### config.mk
export PLATFORM = sky130hd
export DESIGN_NAME = fetch_top
export DESIGN_NICKNAME = d
export VERILOG_FILES = /design/src/rv_fetch_pkg.sv /design/src/fetch_top.sv /design/src/fetch_unit.sv /design/src/inst_cache.sv /design/src/inst_rom.sv
export SDC_FILE = /design/constraint.sdc
export NUM_CORES = 1
export LEC_CHECK = 0
export ABC_AREA = 1
export BUFFER_PORTS_ARGS = -buffer_cell sky130_fd_sc_hd__buf_2
export CAP_MARGIN = 20
export CORE_ASPECT_RATIO = 0.9
export CORE_MARGIN = 3
export CORE_UTILIZATION = 25
export CTS_BUF_LIST = sky130_fd_sc_hd__clkbuf_16
export CTS_CLUSTER_DIAMETER = 150
export DETAILED_ROUTE_END_ITERATION = 7
export GPL_ROUTABILITY_DRIVEN = 1
export SKIP_CTS_REPAIR_TIMING = 1
export SLEW_MARGIN = 20
export SYNTH_ARGS = -nofsm -noshare
export SYNTH_HDL_FRONTEND = slang
export SYNTH_SLANG_ARGS = --single-unit
### constraint.sdc
create_clock -name clk -period 5.91 [get_ports clk]
set_clock_uncertainty 0.05 [all_clocks]
set_input_delay 1.182 -clock clk [delete_from_list [all_inputs] [get_ports clk]]
set_output_delay 1.182 -clock clk [all_outputs]
set_load 0.03 [all_outputs]
### src/program.hex
// One 32-bit instruction word per line, from RESET_VECTOR upward
00100093
00200113
002081b3
00118213
40110233
0020f2b3
0020e333
0020c3b3
00209433
0020d4b3
00512023
00012503
00a58593
fe5ff06f
00000463
00008067

### src/rv_fetch_pkg.sv
package rv_fetch_pkg;

    // Commands from fetch to the instruction cache
    typedef enum logic [1:0] {
        NONE      = 2'd0,
        EXECUTE   = 2'd1,
        FLUSH_ALL = 2'd2
    } cache_cmd_t;

    // Cache answers, always for the command of the previous cycle
    typedef enum logic [2:0] {
        IDLE        = 3'd0,
        WAIT        = 3'd1,
        DONE        = 3'd2,
        ACCESSFAULT = 3'd3,
        MISALIGNED  = 3'd4,
        PAGEFAULT   = 3'd5
    } cache_resp_t;

    // Cause codes handed to execute
    localparam logic [31:0] EXC_INSTR_MISALIGNED   = 32'h0000_0010;
    localparam logic [31:0] EXC_INSTR_ACCESS_FAULT = 32'h0000_0001;
    localparam logic [31:0] EXC_INSTR_PAGE_FAULT   = 32'h0000_000C;
    localparam logic [31:0] EXC_TIMER_IRQ          = 32'h8000_0007;
    localparam logic [31:0] EXC_EXTERNAL_IRQ       = 32'h8000_000B;

    // addi x0, x0, 0
    localparam logic [31:0] INSTR_NOP = {12'h0, 5'h0, 3'b000, 5'h0, 7'b0010011};

    localparam logic [31:0] RESET_VECTOR = 32'h0000_2000;

    // ROM window and cache geometry
    localparam int          ROM_WORDS      = 16;
    localparam logic [31:0] ROM_BYTES      = 32'(ROM_WORDS * 4);
    localparam int          ROM_INDEX_BITS = $clog2(ROM_WORDS);
    localparam int          ROM_LATENCY    = 2;
    localparam int          CACHE_LINES    = 8;
    localparam int          LINE_BITS      = $clog2(CACHE_LINES);
    localparam int          TAG_BITS       = 32 - 2 - LINE_BITS;

    typedef struct packed {
        logic [31:0] instr;
        logic [31:0] pc;
        logic        exc_start;
        logic [31:0] cause;
    } f2e_t;

    typedef struct packed {
        logic        ready;
        logic        exc_start;
        logic        exc_return;
        logic [31:0] exc_epc;
        logic        flush;
        logic        branchtaken;
        logic [31:0] branchtarget;
    } e2f_t;

    typedef struct packed {
        logic        request;
        logic        set_pc;
        logic        exit_request;
        logic [31:0] pc;
    } dbg_cmd_t;

    typedef struct packed {
        cache_cmd_t  cmd;
        logic [31:0] address;
    } cache_req_t;

    typedef struct packed {
        cache_resp_t response;
        logic        reset_done;
        logic [31:0] load_data;
    } cache_rsp_t;

    typedef struct packed {
        logic                      valid;
        logic [ROM_INDEX_BITS-1:0] index;
    } rom_req_t;

    typedef struct packed {
        logic        valid;
        logic [31:0] data;
    } rom_rsp_t;

endpackage
### src/fetch_top.sv
`timescale 1ns/1ps

module fetch_top (
    input  logic                   clk,
    input  logic                   reseted,
    input  logic [31:0]            mtvec,
    input  logic                   irq_timer,
    input  logic                   irq_exti,
    input  rv_fetch_pkg::dbg_cmd_t dbg,
    output logic                   dbg_mode,
    output logic                   dbg_done,
    input  rv_fetch_pkg::e2f_t     e2f,
    output rv_fetch_pkg::f2e_t     f2e
);
    import rv_fetch_pkg::*;

    // Fetch to cache link
    cache_req_t c_req;
    cache_rsp_t c_rsp;

    // Cache refill port
    rom_req_t   rom_req;
    rom_rsp_t   rom_rsp;

    fetch_unit u_fetch (
        .clk       (clk),
        .reseted   (reseted),
        .mtvec     (mtvec),
        .irq_timer (irq_timer),
        .irq_exti  (irq_exti),
        .dbg       (dbg),
        .dbg_mode  (dbg_mode),
        .dbg_done  (dbg_done),
        .c_req     (c_req),
        .c_rsp     (c_rsp),
        .e2f       (e2f),
        .f2e       (f2e)
    );

    inst_cache u_cache (
        .clk     (clk),
        .reseted (reseted),
        .c_req   (c_req),
        .c_rsp   (c_rsp),
        .rom_req (rom_req),
        .rom_rsp (rom_rsp)
    );

    inst_rom u_rom (
        .clk     (clk),
        .rom_req (rom_req),
        .rom_rsp (rom_rsp)
    );

endmodule

### src/fetch_unit.sv
`timescale 1ns/1ps

module fetch_unit (
    input  logic                     clk,
    input  logic                     reseted,
    input  logic [31:0]              mtvec,
    input  logic                     irq_timer,
    input  logic                     irq_exti,
    input  rv_fetch_pkg::dbg_cmd_t   dbg,
    output logic                     dbg_mode,
    output logic                     dbg_done,
    output rv_fetch_pkg::cache_req_t c_req,
    input  rv_fetch_pkg::cache_rsp_t c_rsp,
    input  rv_fetch_pkg::e2f_t       e2f,
    output rv_fetch_pkg::f2e_t       f2e
);
    import rv_fetch_pkg::*;

    logic [31:0] pc;
    logic [31:0] next_pc;
    logic [31:0] saved_instr;
    logic        start_pending;
    logic        flushing;
    logic        after_flush;

    logic        cache_done;
    logic        cache_idle;
    logic        cache_wait;
    logic        cache_error;
    logic        access_end;
    logic [31:0] fault_cause;

    cache_cmd_t  cmd;
    logic [31:0] instr;
    logic        exc_start;
    logic [31:0] cause;

    // Decisions taken this cycle, applied at the clock edge
    logic        advance;
    logic        start_flush;
    logic        enter_dbg;
    logic        leave_dbg;
    logic        flush_end;

    assign cache_done  = c_rsp.response == DONE;
    assign cache_idle  = c_rsp.response == IDLE;
    assign cache_wait  = c_rsp.response == WAIT;
    assign cache_error = (c_rsp.response == ACCESSFAULT) ||
                         (c_rsp.response == MISALIGNED) ||
                         (c_rsp.response == PAGEFAULT);

    // The current access has ended and the next one may be chosen
    assign access_end = start_pending || cache_error ||
                        (e2f.ready && (cache_done || cache_idle));

    always_comb begin
        case (c_rsp.response)
            MISALIGNED:  fault_cause = EXC_INSTR_MISALIGNED;
            ACCESSFAULT: fault_cause = EXC_INSTR_ACCESS_FAULT;
            PAGEFAULT:   fault_cause = EXC_INSTR_PAGE_FAULT;
            default:     fault_cause = '0;
        endcase
    end

    // Instruction shown to execute
    always_comb begin
        instr = INSTR_NOP;
        if (c_rsp.reset_done && !dbg_mode && !(start_pending && cache_idle)) begin
            if (cache_done && !flushing) begin
                instr = c_rsp.load_data;
            end else if (cache_idle && !flushing && !after_flush) begin
                // Execute stalled, keep showing the last word
                instr = saved_instr;
            end
        end
    end

    // Next PC and cache command, in priority order
    always_comb begin
        next_pc     = pc;
        cmd         = NONE;
        exc_start   = 1'b0;
        cause       = '0;
        dbg_done    = 1'b0;
        advance     = 1'b0;
        start_flush = 1'b0;
        enter_dbg   = 1'b0;
        leave_dbg   = 1'b0;
        flush_end   = 1'b0;
        if (!c_rsp.reset_done) begin
            // Cache still clearing its lines
        end else if (dbg_mode) begin
            if (dbg.exit_request) begin
                leave_dbg = 1'b1;
                cmd       = EXECUTE;
            end else if (dbg.set_pc) begin
                next_pc  = dbg.pc;
                dbg_done = 1'b1;
            end
        end else if (flushing) begin
            if (cache_done) begin
                flush_end = 1'b1;
            end else begin
                cmd = FLUSH_ALL;
            end
        end else if (cache_wait) begin
            // Repeat the pending request
            cmd = EXECUTE;
        end else if (access_end) begin
            advance = 1'b1;
            cmd     = EXECUTE;
            if (start_pending) begin
                next_pc = RESET_VECTOR;
            end else if (dbg.request) begin
                cmd       = NONE;
                enter_dbg = 1'b1;
                next_pc   = cache_error ? pc : pc + 32'd4;
            end else if (irq_exti || irq_timer) begin
                exc_start = 1'b1;
                cause     = irq_exti ? EXC_EXTERNAL_IRQ : EXC_TIMER_IRQ;
                next_pc   = mtvec;
            end else if (e2f.exc_return) begin
                next_pc = e2f.exc_epc;
            end else if (e2f.branchtaken) begin
                next_pc = e2f.branchtarget;
            end else if (e2f.ready && e2f.flush) begin
                cmd         = FLUSH_ALL;
                start_flush = 1'b1;
            end else if (e2f.ready && e2f.exc_start) begin
                next_pc = mtvec;
            end else if (cache_error) begin
                exc_start = 1'b1;
                cause     = fault_cause;
                next_pc   = mtvec;
            end else begin
                next_pc = pc + 32'd4;
            end
        end
    end

    assign c_req = '{cmd: cmd, address: next_pc};
    assign f2e   = '{instr: instr, pc: pc, exc_start: exc_start, cause: cause};

    always_ff @(posedge clk) begin
        pc          <= next_pc;
        saved_instr <= instr;
    end

    always_ff @(posedge clk) begin
        if (reseted) begin
            start_pending <= 1'b1;
            flushing      <= 1'b0;
            after_flush   <= 1'b0;
            dbg_mode      <= 1'b0;
        end else begin
            if (advance) begin
                start_pending <= 1'b0;
                after_flush   <= 1'b0;
                flushing      <= start_flush;
                dbg_mode      <= enter_dbg;
            end
            if (leave_dbg) begin
                dbg_mode <= 1'b0;
            end
            if (flush_end) begin
                flushing    <= 1'b0;
                after_flush <= 1'b1;
            end
        end
    end

endmodule

### src/inst_cache.sv
`timescale 1ns/1ps

module inst_cache (
    input  logic                     clk,
    input  logic                     reseted,
    input  rv_fetch_pkg::cache_req_t c_req,
    output rv_fetch_pkg::cache_rsp_t c_rsp,
    output rv_fetch_pkg::rom_req_t   rom_req,
    input  rv_fetch_pkg::rom_rsp_t   rom_rsp
);
    import rv_fetch_pkg::*;

    typedef enum logic [1:0] {
        CLEAR,
        READY,
        MISS
    } state_t;

    state_t               state;
    logic [LINE_BITS-1:0] clear_line;
    logic                 reset_done;
    cache_resp_t          response;
    logic                 rom_valid;
    logic [31:0]          load_data;
    logic [31:0]          miss_addr;

    // One word per line
    logic                 line_valid [CACHE_LINES];
    logic [TAG_BITS-1:0]  line_tag   [CACHE_LINES];
    logic [31:0]          line_data  [CACHE_LINES];

    logic [LINE_BITS-1:0] req_line;
    logic [TAG_BITS-1:0]  req_tag;
    logic [LINE_BITS-1:0] miss_line;
    logic [31:0]          rom_offset;
    logic                 in_window;
    logic                 hit;
    logic                 clear_last;

    assign req_line   = c_req.address[LINE_BITS+1:2];
    assign req_tag    = c_req.address[31:LINE_BITS+2];
    assign miss_line  = miss_addr[LINE_BITS+1:2];
    assign rom_offset = miss_addr - RESET_VECTOR;
    assign in_window  = (c_req.address >= RESET_VECTOR) &&
                        (c_req.address < RESET_VECTOR + ROM_BYTES);
    assign hit        = line_valid[req_line] && (line_tag[req_line] == req_tag);
    assign clear_last = clear_line == LINE_BITS'(CACHE_LINES - 1);

    assign rom_req = '{valid: rom_valid, index: rom_offset[ROM_INDEX_BITS+1:2]};
    assign c_rsp   = '{response: response, reset_done: reset_done, load_data: load_data};

    always_ff @(posedge clk) begin
        if (reseted) begin
            state      <= CLEAR;
            clear_line <= '0;
            reset_done <= 1'b0;
            response   <= IDLE;
            rom_valid  <= 1'b0;
        end else begin
            rom_valid <= 1'b0;
            case (state)
                CLEAR: begin
                    clear_line <= clear_line + 1'b1;
                    // Walk after reset answers nothing, a flush walk answers WAIT
                    response   <= reset_done ? WAIT : IDLE;
                    if (clear_last) begin
                        state      <= READY;
                        reset_done <= 1'b1;
                        response   <= reset_done ? DONE : IDLE;
                    end
                end
                READY: begin
                    response <= IDLE;
                    if (c_req.cmd == FLUSH_ALL) begin
                        state      <= CLEAR;
                        clear_line <= '0;
                        response   <= WAIT;
                    end else if (c_req.cmd == EXECUTE) begin
                        if (c_req.address[1:0] != 2'b00) begin
                            response <= MISALIGNED;
                        end else if (!in_window) begin
                            response <= ACCESSFAULT;
                        end else if (hit) begin
                            response <= DONE;
                        end else begin
                            response  <= WAIT;
                            state     <= MISS;
                            rom_valid <= 1'b1;
                        end
                    end
                end
                MISS: begin
                    // Requests repeated by fetch are ignored until the refill lands
                    if (rom_rsp.valid) begin
                        state    <= READY;
                        response <= DONE;
                    end else begin
                        response <= WAIT;
                    end
                end
                default: begin
                    state <= READY;
                end
            endcase
        end
    end

    // Line storage and read data
    always_ff @(posedge clk) begin
        if (state == CLEAR) begin
            line_valid[clear_line] <= 1'b0;
        end
        if (state == READY && c_req.cmd == EXECUTE) begin
            load_data <= line_data[req_line];
            miss_addr <= c_req.address;
        end
        if (state == MISS && rom_rsp.valid) begin
            line_valid[miss_line] <= 1'b1;
            line_tag[miss_line]   <= miss_addr[31:LINE_BITS+2];
            line_data[miss_line]  <= rom_rsp.data;
            load_data             <= rom_rsp.data;
        end
    end

endmodule

### src/inst_rom.sv
`timescale 1ns/1ps

module inst_rom (
    input  logic                   clk,
    input  rv_fetch_pkg::rom_req_t rom_req,
    output rv_fetch_pkg::rom_rsp_t rom_rsp
);
    import rv_fetch_pkg::*;

    // Program image, one 32-bit word per line of the hex file
    logic [31:0] mem [ROM_WORDS];

    // Read pipeline, one stage per cycle of latency
    rom_rsp_t    pipe [ROM_LATENCY];

    initial begin
        $readmemh("/design/src/program.hex", mem);
    end

    always_ff @(posedge clk) begin
        pipe[0] <= '{valid: rom_req.valid, data: mem[rom_req.index]};
        for (int i = 1; i < ROM_LATENCY; i++) begin
            pipe[i] <= pipe[i-1];
        end
    end

    // Several reads may be in flight at once
    assign rom_rsp = pipe[ROM_LATENCY-1];

endmodule

==> results of run 1 <==
cells by family (layout without fill, tap and decap cells):
group / Yosys count / in the layout / share of synthesized area [%]
AO/OA/AOI/OAI: 327 / 327 / 9.908
adder cells (fa/ha/maj): 7 / 7 / 0.4692
XOR/XNOR: 13 / 13 / 0.6100
AND/OR/NAND/NOR: 1302 / 1302 / 30.40
buffers and inverters: 397 / 560 / 9.144
flip-flops: 334 / 334 / 49.45
other: 1 / 26 / 0.02009
sequential cells by signal (all words and copies together), names as in the netlist:
register and flops:
u_cache.response 3, u_fetch.saved_instr 32, u_cache.clear_line 3, u_fetch.flushing 1, u_cache.reset_done 1, u_fetch.after_flush 1, u_cache.state 2, u_rom.pipe 2
u_cache.miss_addr 30, u_fetch.start_pending 1, u_cache.line_valid 8, u_cache.line_tag 216, u_fetch.dbg_mode 1, u_fetch.pc 32, u_cache.rom_valid 1
per-stage QoR:
| stage | hold WS [ns] | worst slack, ns | util, % | instances |
|---|---|---|---|---|
| after floorplan | 0.2596 | 1.701 | - | 2406 |
| after global placement | 0.2615 | 0.9639 | 28.22 | 3465 |
| after detailed placement | 0.2638 | 0.9303 | 28.29 | 3467 |
| after CTS | 0.2780 | 1.463 | 29.91 | 3529 |
| after global routing | 0.2878 | 0.9688 | 29.91 | 3529 |
| final | 0.2757 | 1.396 | 29.91 | 3529 |
power by group through the flow:
stage	clock (W)	sequential (W)	combinational, W
after CTS	0.00236	0.00280	0.00252
after global placement	0	0.00285	0.00250
after floorplan	0	0.00286	0.00165
after global routing	0.00246	0.00281	0.00282
after detailed placement	0	0.00285	0.00251
final	0.00232	0.00281	0.00253
layout make-up:
type                       instances  area share [%]
multi-input combinational       1675           36.13
inverter                         236           4.029
clock buffer                      39           4.438
timing repair buffer             262           6.965
sequential                       334           41.97
clock inverter                    23           1.001
tap                              960           5.463
worst max path at each step:
stage	cells after the start	slack, ns	endpoint
2_1_floorplan	8	1.70	f2e[2]
3_3_place_gp	25	0.96	u_cache.response[1]
3_5_place_dp	23	0.93	u_cache.state[0]
4_1_cts	24	1.46	u_cache.response[1]
5_1_grt	22	0.97	u_cache.state[0]
6_report	22	1.40	u_cache.response[1]
placed cells by master (no fill, tap or decap), types with 9 or more instances in the layout:
cell type,n
a21oi_1,159
a221oi_1,11
a22o_1,15
buf_2,212
buf_4,43
clkbuf_16,39
clkinv_1,10
conb_1,26
dfxtp_1,80
edfxtp_1,254
inv_1,233
nand2_1,688
nand3_1,315
nand3b_1,77
nor2_1,172
nor2_4,9
nor3_1,10
o211ai_1,9
o21ai_0,90
or2_2,10
xor2_1,13
metal layers:
| metal | global-route usage, % | up-vias | wire length, um |
|---|---|---|---|
| met5 | 0 | - | 0 |
| met4 | 4.059 | 0 | 1550 |
| met3 | 2.964 | 117 | 4985 |
| met2 | 23.71 | 656 | 27700 |
| met1 | 22.67 | 8064 | 29090 |
| li1 | - | 8206 | - |
==> flow_summary_export.csv, run 1 <==
group,metric,value,unit
finish,area_delta_synth_final,17.81,%
clocking,ctsRootBufferMaster,"clkbuf_16",
synth,synth_ff_type,"edfxtp_1",
synth,synth_edf_count,254,
synth,synth_top_area_share,40.87,%
grt,grt_pass1_vias,15940,
power_and_ir_drop,power,0.007656,W
floorplanning,core.rowCount,94,
setup_path,crit_chain,"nor2_1, nor2_2, buf_4, nand2_1, nand4_2, inv_1, nand3_1, nand2_1, a21boi_4, buf_4, nand3_1, nand3_1, nand2_1, inv_1, nand2_1, nor2_1, nand3_1, o21bai_2, nand2_1, nand2_1, nand2_1, a21oi_1",
setup_path,crit_path_max_incr_delay,0.63,ns
timing,setup-tns-final,0,ns
clocking,cts_tree,"yes",
clocking,cts_buffer_depth,3,
clocking,cts_max_level,2,
grt,globalRouteOverflowTotal,0,
setup_path,worst_path_most_repeated_cell,"nand2_1",
setup_path,startpoint,"u_cache.response[1]",
setup_path,cp.arrival,4.93,ns
floorplanning,core,73510,sq um
detailed_routing,firstDrtPassIters,7,
detailed_routing,via_per_inst,4.829,
setup_path,required,6.32,ns
power_and_ir_drop,swShare,38.16,%
timing,rsz0062_at_grt,"no",
finish,fillerInstances,7815,
detailed_routing,drtAntennaViolNets,0,
setup_path,end_kind,"flop",
detailed_routing,drcViolationCount,0,
synth,synth_most_common_cell,"nand2_1",
setup_path,r2r_slack,1.40,ns
detailed_routing,drt-total-wl,63330,um
synth,synth_common_cells,"689 x nand2_1, 315 x nand3_1, 254 x edfxtp_1",
placement,port_buffers,212,
grt,grt_pass1_wl,95460,um
floorplanning,num_io_pins,239,
setup_path,worstSetupPathType,"flop to flop",
worst_hold_path,holdPathStages,0,
grt,grt_max_degree,125,
setup_path,cp_slowest_cell,"a21boi_4",
clocking,cts-buffers-inserted,35,
power_and_ir_drop,peakVddDrop,0.2393,mV
finish,multiInputGateArea,7945,sq um
synth,yosys.cell_types.count,46,
power_and_ir_drop,clkPwrFrac,30.4,%
placement,dp_hpwl,43710,um
clocking,path_clk_slew,0.06,ns
grt,antenna_found_initial,0,
setup_path,rr_worst_depth,22,
synth,syn_area,18660,sq um
setup_path,cp_top_family,"simple AND/OR/NAND/NOR gates",
setup_path,crit_path_start_kind,"flop",
floorplanning,dieArea,77980,sq um
power_and_ir_drop,p_per_area,348.2,nW/um^2
floorplanning,start_util,25.39,%
timing,setup_viol,0,
timing,max_slew.worst_pin.slew,1.095,ns
job,cap_violations,0,
setup_path,r2r-start,"u_cache.response[1]",
finish,antenna_cells,0,
timing,period_minus_slack,4.514,ns
timing,finalHoldViolations,0,
finish,seq_area,9229,sq um
worst_hold_path,hp-start,"u_rom.pipe[0][32]",
power_and_ir_drop,p_switching,0.002922,W
setup_path,reg2reg_to,"u_cache.response[1]",
floorplanning,fp.dieH,265.2,um
power_and_ir_drop,combinationalPowerShare,33.0,%
grt,grt_util_all_layers,15.60,%
synth,synth_area_leaders,"edfxtp_1 41%, nand2_1 14%, dfxtp_1 8.6%",
setup_path,crit_buf_inv,4,
status,outcome,"complete, no violations",
timing,max_freq,221.5,MHz
floorplanning,die_x,294.0,um
clocking,clock-sinks,334,
synth,async_reset_ff_share,0,%
timing,timing.final.crit_share,76.38,%
detailed_routing,drt-initial-drc-count,1743,
placement,place_area,20790,sq um
power_and_ir_drop,p_leak,9.414,nW
setup_path,critical_path.max_fanout,44,
worst_hold_path,min_to,"u_rom.pipe[0][65]",
synth,seq_area_frac_synth,49.45,%
synth,ys_ff_latch,334,
finish,layout-drive-gt1-share,13.74,%
timing,slew_headroom,26.83,%
finish,nets,2691,
clocking,clkLatencyLatePin,0.53,ns
power_and_ir_drop,internal_power,0.004734,W
power_and_ir_drop,pwr-share-seq,36.6,%
synth,yosysWarningCount,0,
detailed_routing,num_vias,17040,
synth,synth_area_per_cell,7.839,sq um
synth,synth_top_cell_by_area,"edfxtp_1",
finish,fin_area,21990,sq um
timing,slew_violations,0,
synth,syn_inst,2381,
detailed_routing,drt-wirelength-per-cell,17.95,um
worst_hold_path,hp-class,"flop to flop",
placement,place_congestion,0.9546,
Power figures use the tool's default switching activity.
==> run 2, diff against run 1 <==
Clock period 5.91 ns to 3.9 ns, I/O delays scaled along.
==> run 2 against run 1 <==
Effect of this change: sequential power is 47% higher; first-iteration DRC count is 1.1% lower; cell area is 6.8% higher; via count is 4.2% higher; die area stayed put; cell count is 4.9% higher; register-to-register slack worse by 1.1 ns.
==> flow_summary_export.csv, run 2 (same netlist as run 1, synthesis figures left out) <==
group,metric,value,unit
setup_path,reg2reg_to,"u_cache.response[1]",
floorplanning,fp.dieH,265.2,um
status,outcome,"complete, no violations",
setup_path,end_kind,"output port",
worst_hold_path,holdPathStages,0,
clocking,cts_buffer_depth,3,
worst_hold_path,min_to,"u_rom.pipe[0][65]",
detailed_routing,drcViolationCount,0,
floorplanning,die_x,294.0,um
timing,period_minus_slack,3.615,ns
floorplanning,core.rowCount,94,
timing,timing.final.crit_share,92.70,%
finish,area_delta_synth_final,25.85,%
detailed_routing,firstDrtPassIters,5,
grt,grt_max_degree,49,
timing,holdWs,0.2902,ns
finish,layout-drive-gt1-share,19.32,%
finish,most-common-layout-cells,"686 x nand2_1, 313 x nand3_1, 254 x edfxtp_1",
setup_path,crit_path_max_incr_delay,0.37,ns
setup_path,critical_path.max_fanout,10,
power_and_ir_drop,p_leak,10.30,nW
power_and_ir_drop,internal_power,0.007689,W
worst_hold_path,hp-start,"u_rom.pipe[0][32]",
timing,fin_ws,0.2847,ns
placement,dp_hpwl,48310,um
timing,max_slew.worst_pin.slew,0.9039,ns
grt,grt_pass1_vias,16810,
floorplanning,core,73510,sq um
grt,grt_pass1_wl,98630,um
detailed_routing,drtAntennaViolNets,0,
timing,setup-tns-final,0,ns
finish,antenna_cells,0,
clocking,cts-buffers-inserted,37,
clocking,cts_max_level,2,
finish,final_common_cell,"nand2_1",
setup_path,worstSetupPathType,"flop to output port",
finish,final_core_util,31.95,%
clocking,ctsRootBufferMaster,"clkbuf_16",
timing,setup_viol,0,
setup_path,r2r-start,"u_fetch.pc[3]",
clocking,clkLatencyLatePin,0.54,ns
power_and_ir_drop,pwr-share-seq,33.7,%
grt,grt_util_all_layers,16.05,%
finish,instances_no_fill,3703,
grt,globalRouteOverflowTotal,0,
power_and_ir_drop,p_per_area,522.2,nW/um^2
setup_path,r2r_slack,0.32,ns
finish,nets,2862,
clocking,path_clk_slew,0.06,ns
placement,port_buffers,212,
timing,rsz0062_at_grt,"yes",
worst_hold_path,hp-class,"flop to flop",
clocking,clock-sinks,334,
setup_path,crit_path_start_kind,"flop",
setup_path,crit_buf_inv,6,
timing,slew_violations,0,
timing,max_freq,276.6,MHz
setup_path,cp_slowest_cell,"dfxtp_1",
setup_path,required,3.07,ns
power_and_ir_drop,combinationalPowerShare,37.8,%
job,cap_violations,0,
detailed_routing,via_per_inst,4.796,
detailed_routing,drt-wirelength-per-cell,17.58,um
setup_path,cp.arrival,2.79,ns
grt,antenna_found_initial,0,
detailed_routing,drt-initial-drc-count,1723,
floorplanning,dieArea,77980,sq um
setup_path,cp_top_family,"buffers and inverters",
placement,preCtsSetupSlack,-0.1628,ns
detailed_routing,drt-total-wl,65110,um
power_and_ir_drop,swShare,37.31,%
finish,reg.largest.list,"u_cache.line_tag: 216 flops, u_fetch.pc: 32 flops, u_fetch.saved_instr: 32 flops",
placement,place_congestion,0.9406,
power_and_ir_drop,clkPwrFrac,28.5,%
clocking,cts_tree,"yes",
power_and_ir_drop,p_switching,0.004577,W
placement,dp.cells,3636,
floorplanning,num_io_pins,239,
setup_path,rr_worst_depth,28,
setup_path,crit_chain,"clkinvlp_4, buf_4, nor2_4, buf_4, inv_1, nor2_1, nand2_1, inv_1, nand2_1, nor3b_1, buf_2",
timing,finalHoldViolations,0,
detailed_routing,num_vias,17760,
power_and_ir_drop,peakVddDrop,0.3381,mV
floorplanning,start_util,25.39,%
finish,regMostFlops,"u_cache.line_tag",
timing,slew_headroom,39.60,%
finish,largest_reg_flops,216,
## run 2: cell count changes in the layout (fill, tap and decap cells not counted), sizes merged
cell      delta
buf        +169
clkinv       +7
bufinv       -1
clkbuf       +1
clkinvlp     -1
inv          -1
## run 2: layer usage
metal	wire length [um]	vias up	global-route usage, %
met3	4991	93	2.705
li1	-	8562	-
met1	29550	8410	23.18
met4	1183	0	3.236
met5	0	-	0
met2	29390	694	25.27
## run 2: final cells by class
cell class / instances / area [sq um]
Fill cell: 7750 / 50020
Sequential cell: 334 / 9231
Multi-Input combinational cell: 1675 / 7999
Timing Repair Buffer: 431 / 2959
Tap cell: 960 / 1201
Clock buffer: 40 / 1001
Inverter: 236 / 889.6
Clock inverter: 27 / 207.7
## run 2: power by group through the flow
| stage | combinational (W) | sequential, W | clock (W) |
|---|---|---|---|
| after floorplan | 0.00251 | 0.00434 | 0 |
| after global placement | 0.00457 | 0.00419 | 0 |
| after detailed placement | 0.00458 | 0.00419 | 0 |
| after CTS | 0.00460 | 0.00412 | 0.00356 |
| after global routing | 0.00510 | 0.00414 | 0.00371 |
| final | 0.00463 | 0.00413 | 0.00350 |
## run 2: worst max-delay path by stage
stage	startpoint	cells past startpoint	endpoint	slack [ns]
finish	u_cache.reset_done	11	f2e[2]	0.28
CTS	u_fetch.pc[2]	27	u_cache.response[1]	-0.004
global route	u_cache.response[0]	25	u_cache.response[1]	-0.05
floorplan	u_fetch.dbg_mode	14	u_cache.response[1]	0.24
detailed placement	e2f[32]	26	u_cache.response[1]	-0.16
global placement	e2f[32]	26	u_cache.response[1]	-0.16
## run 2: per-stage QoR
step	cell area (sq um)	power [W]
after floorplan	18760	0.006846
after global placement	22220	0.008762
after detailed placement	22220	0.008769
after CTS	23430	0.01228
after global routing	23490	0.01295
final	23490	0.01227
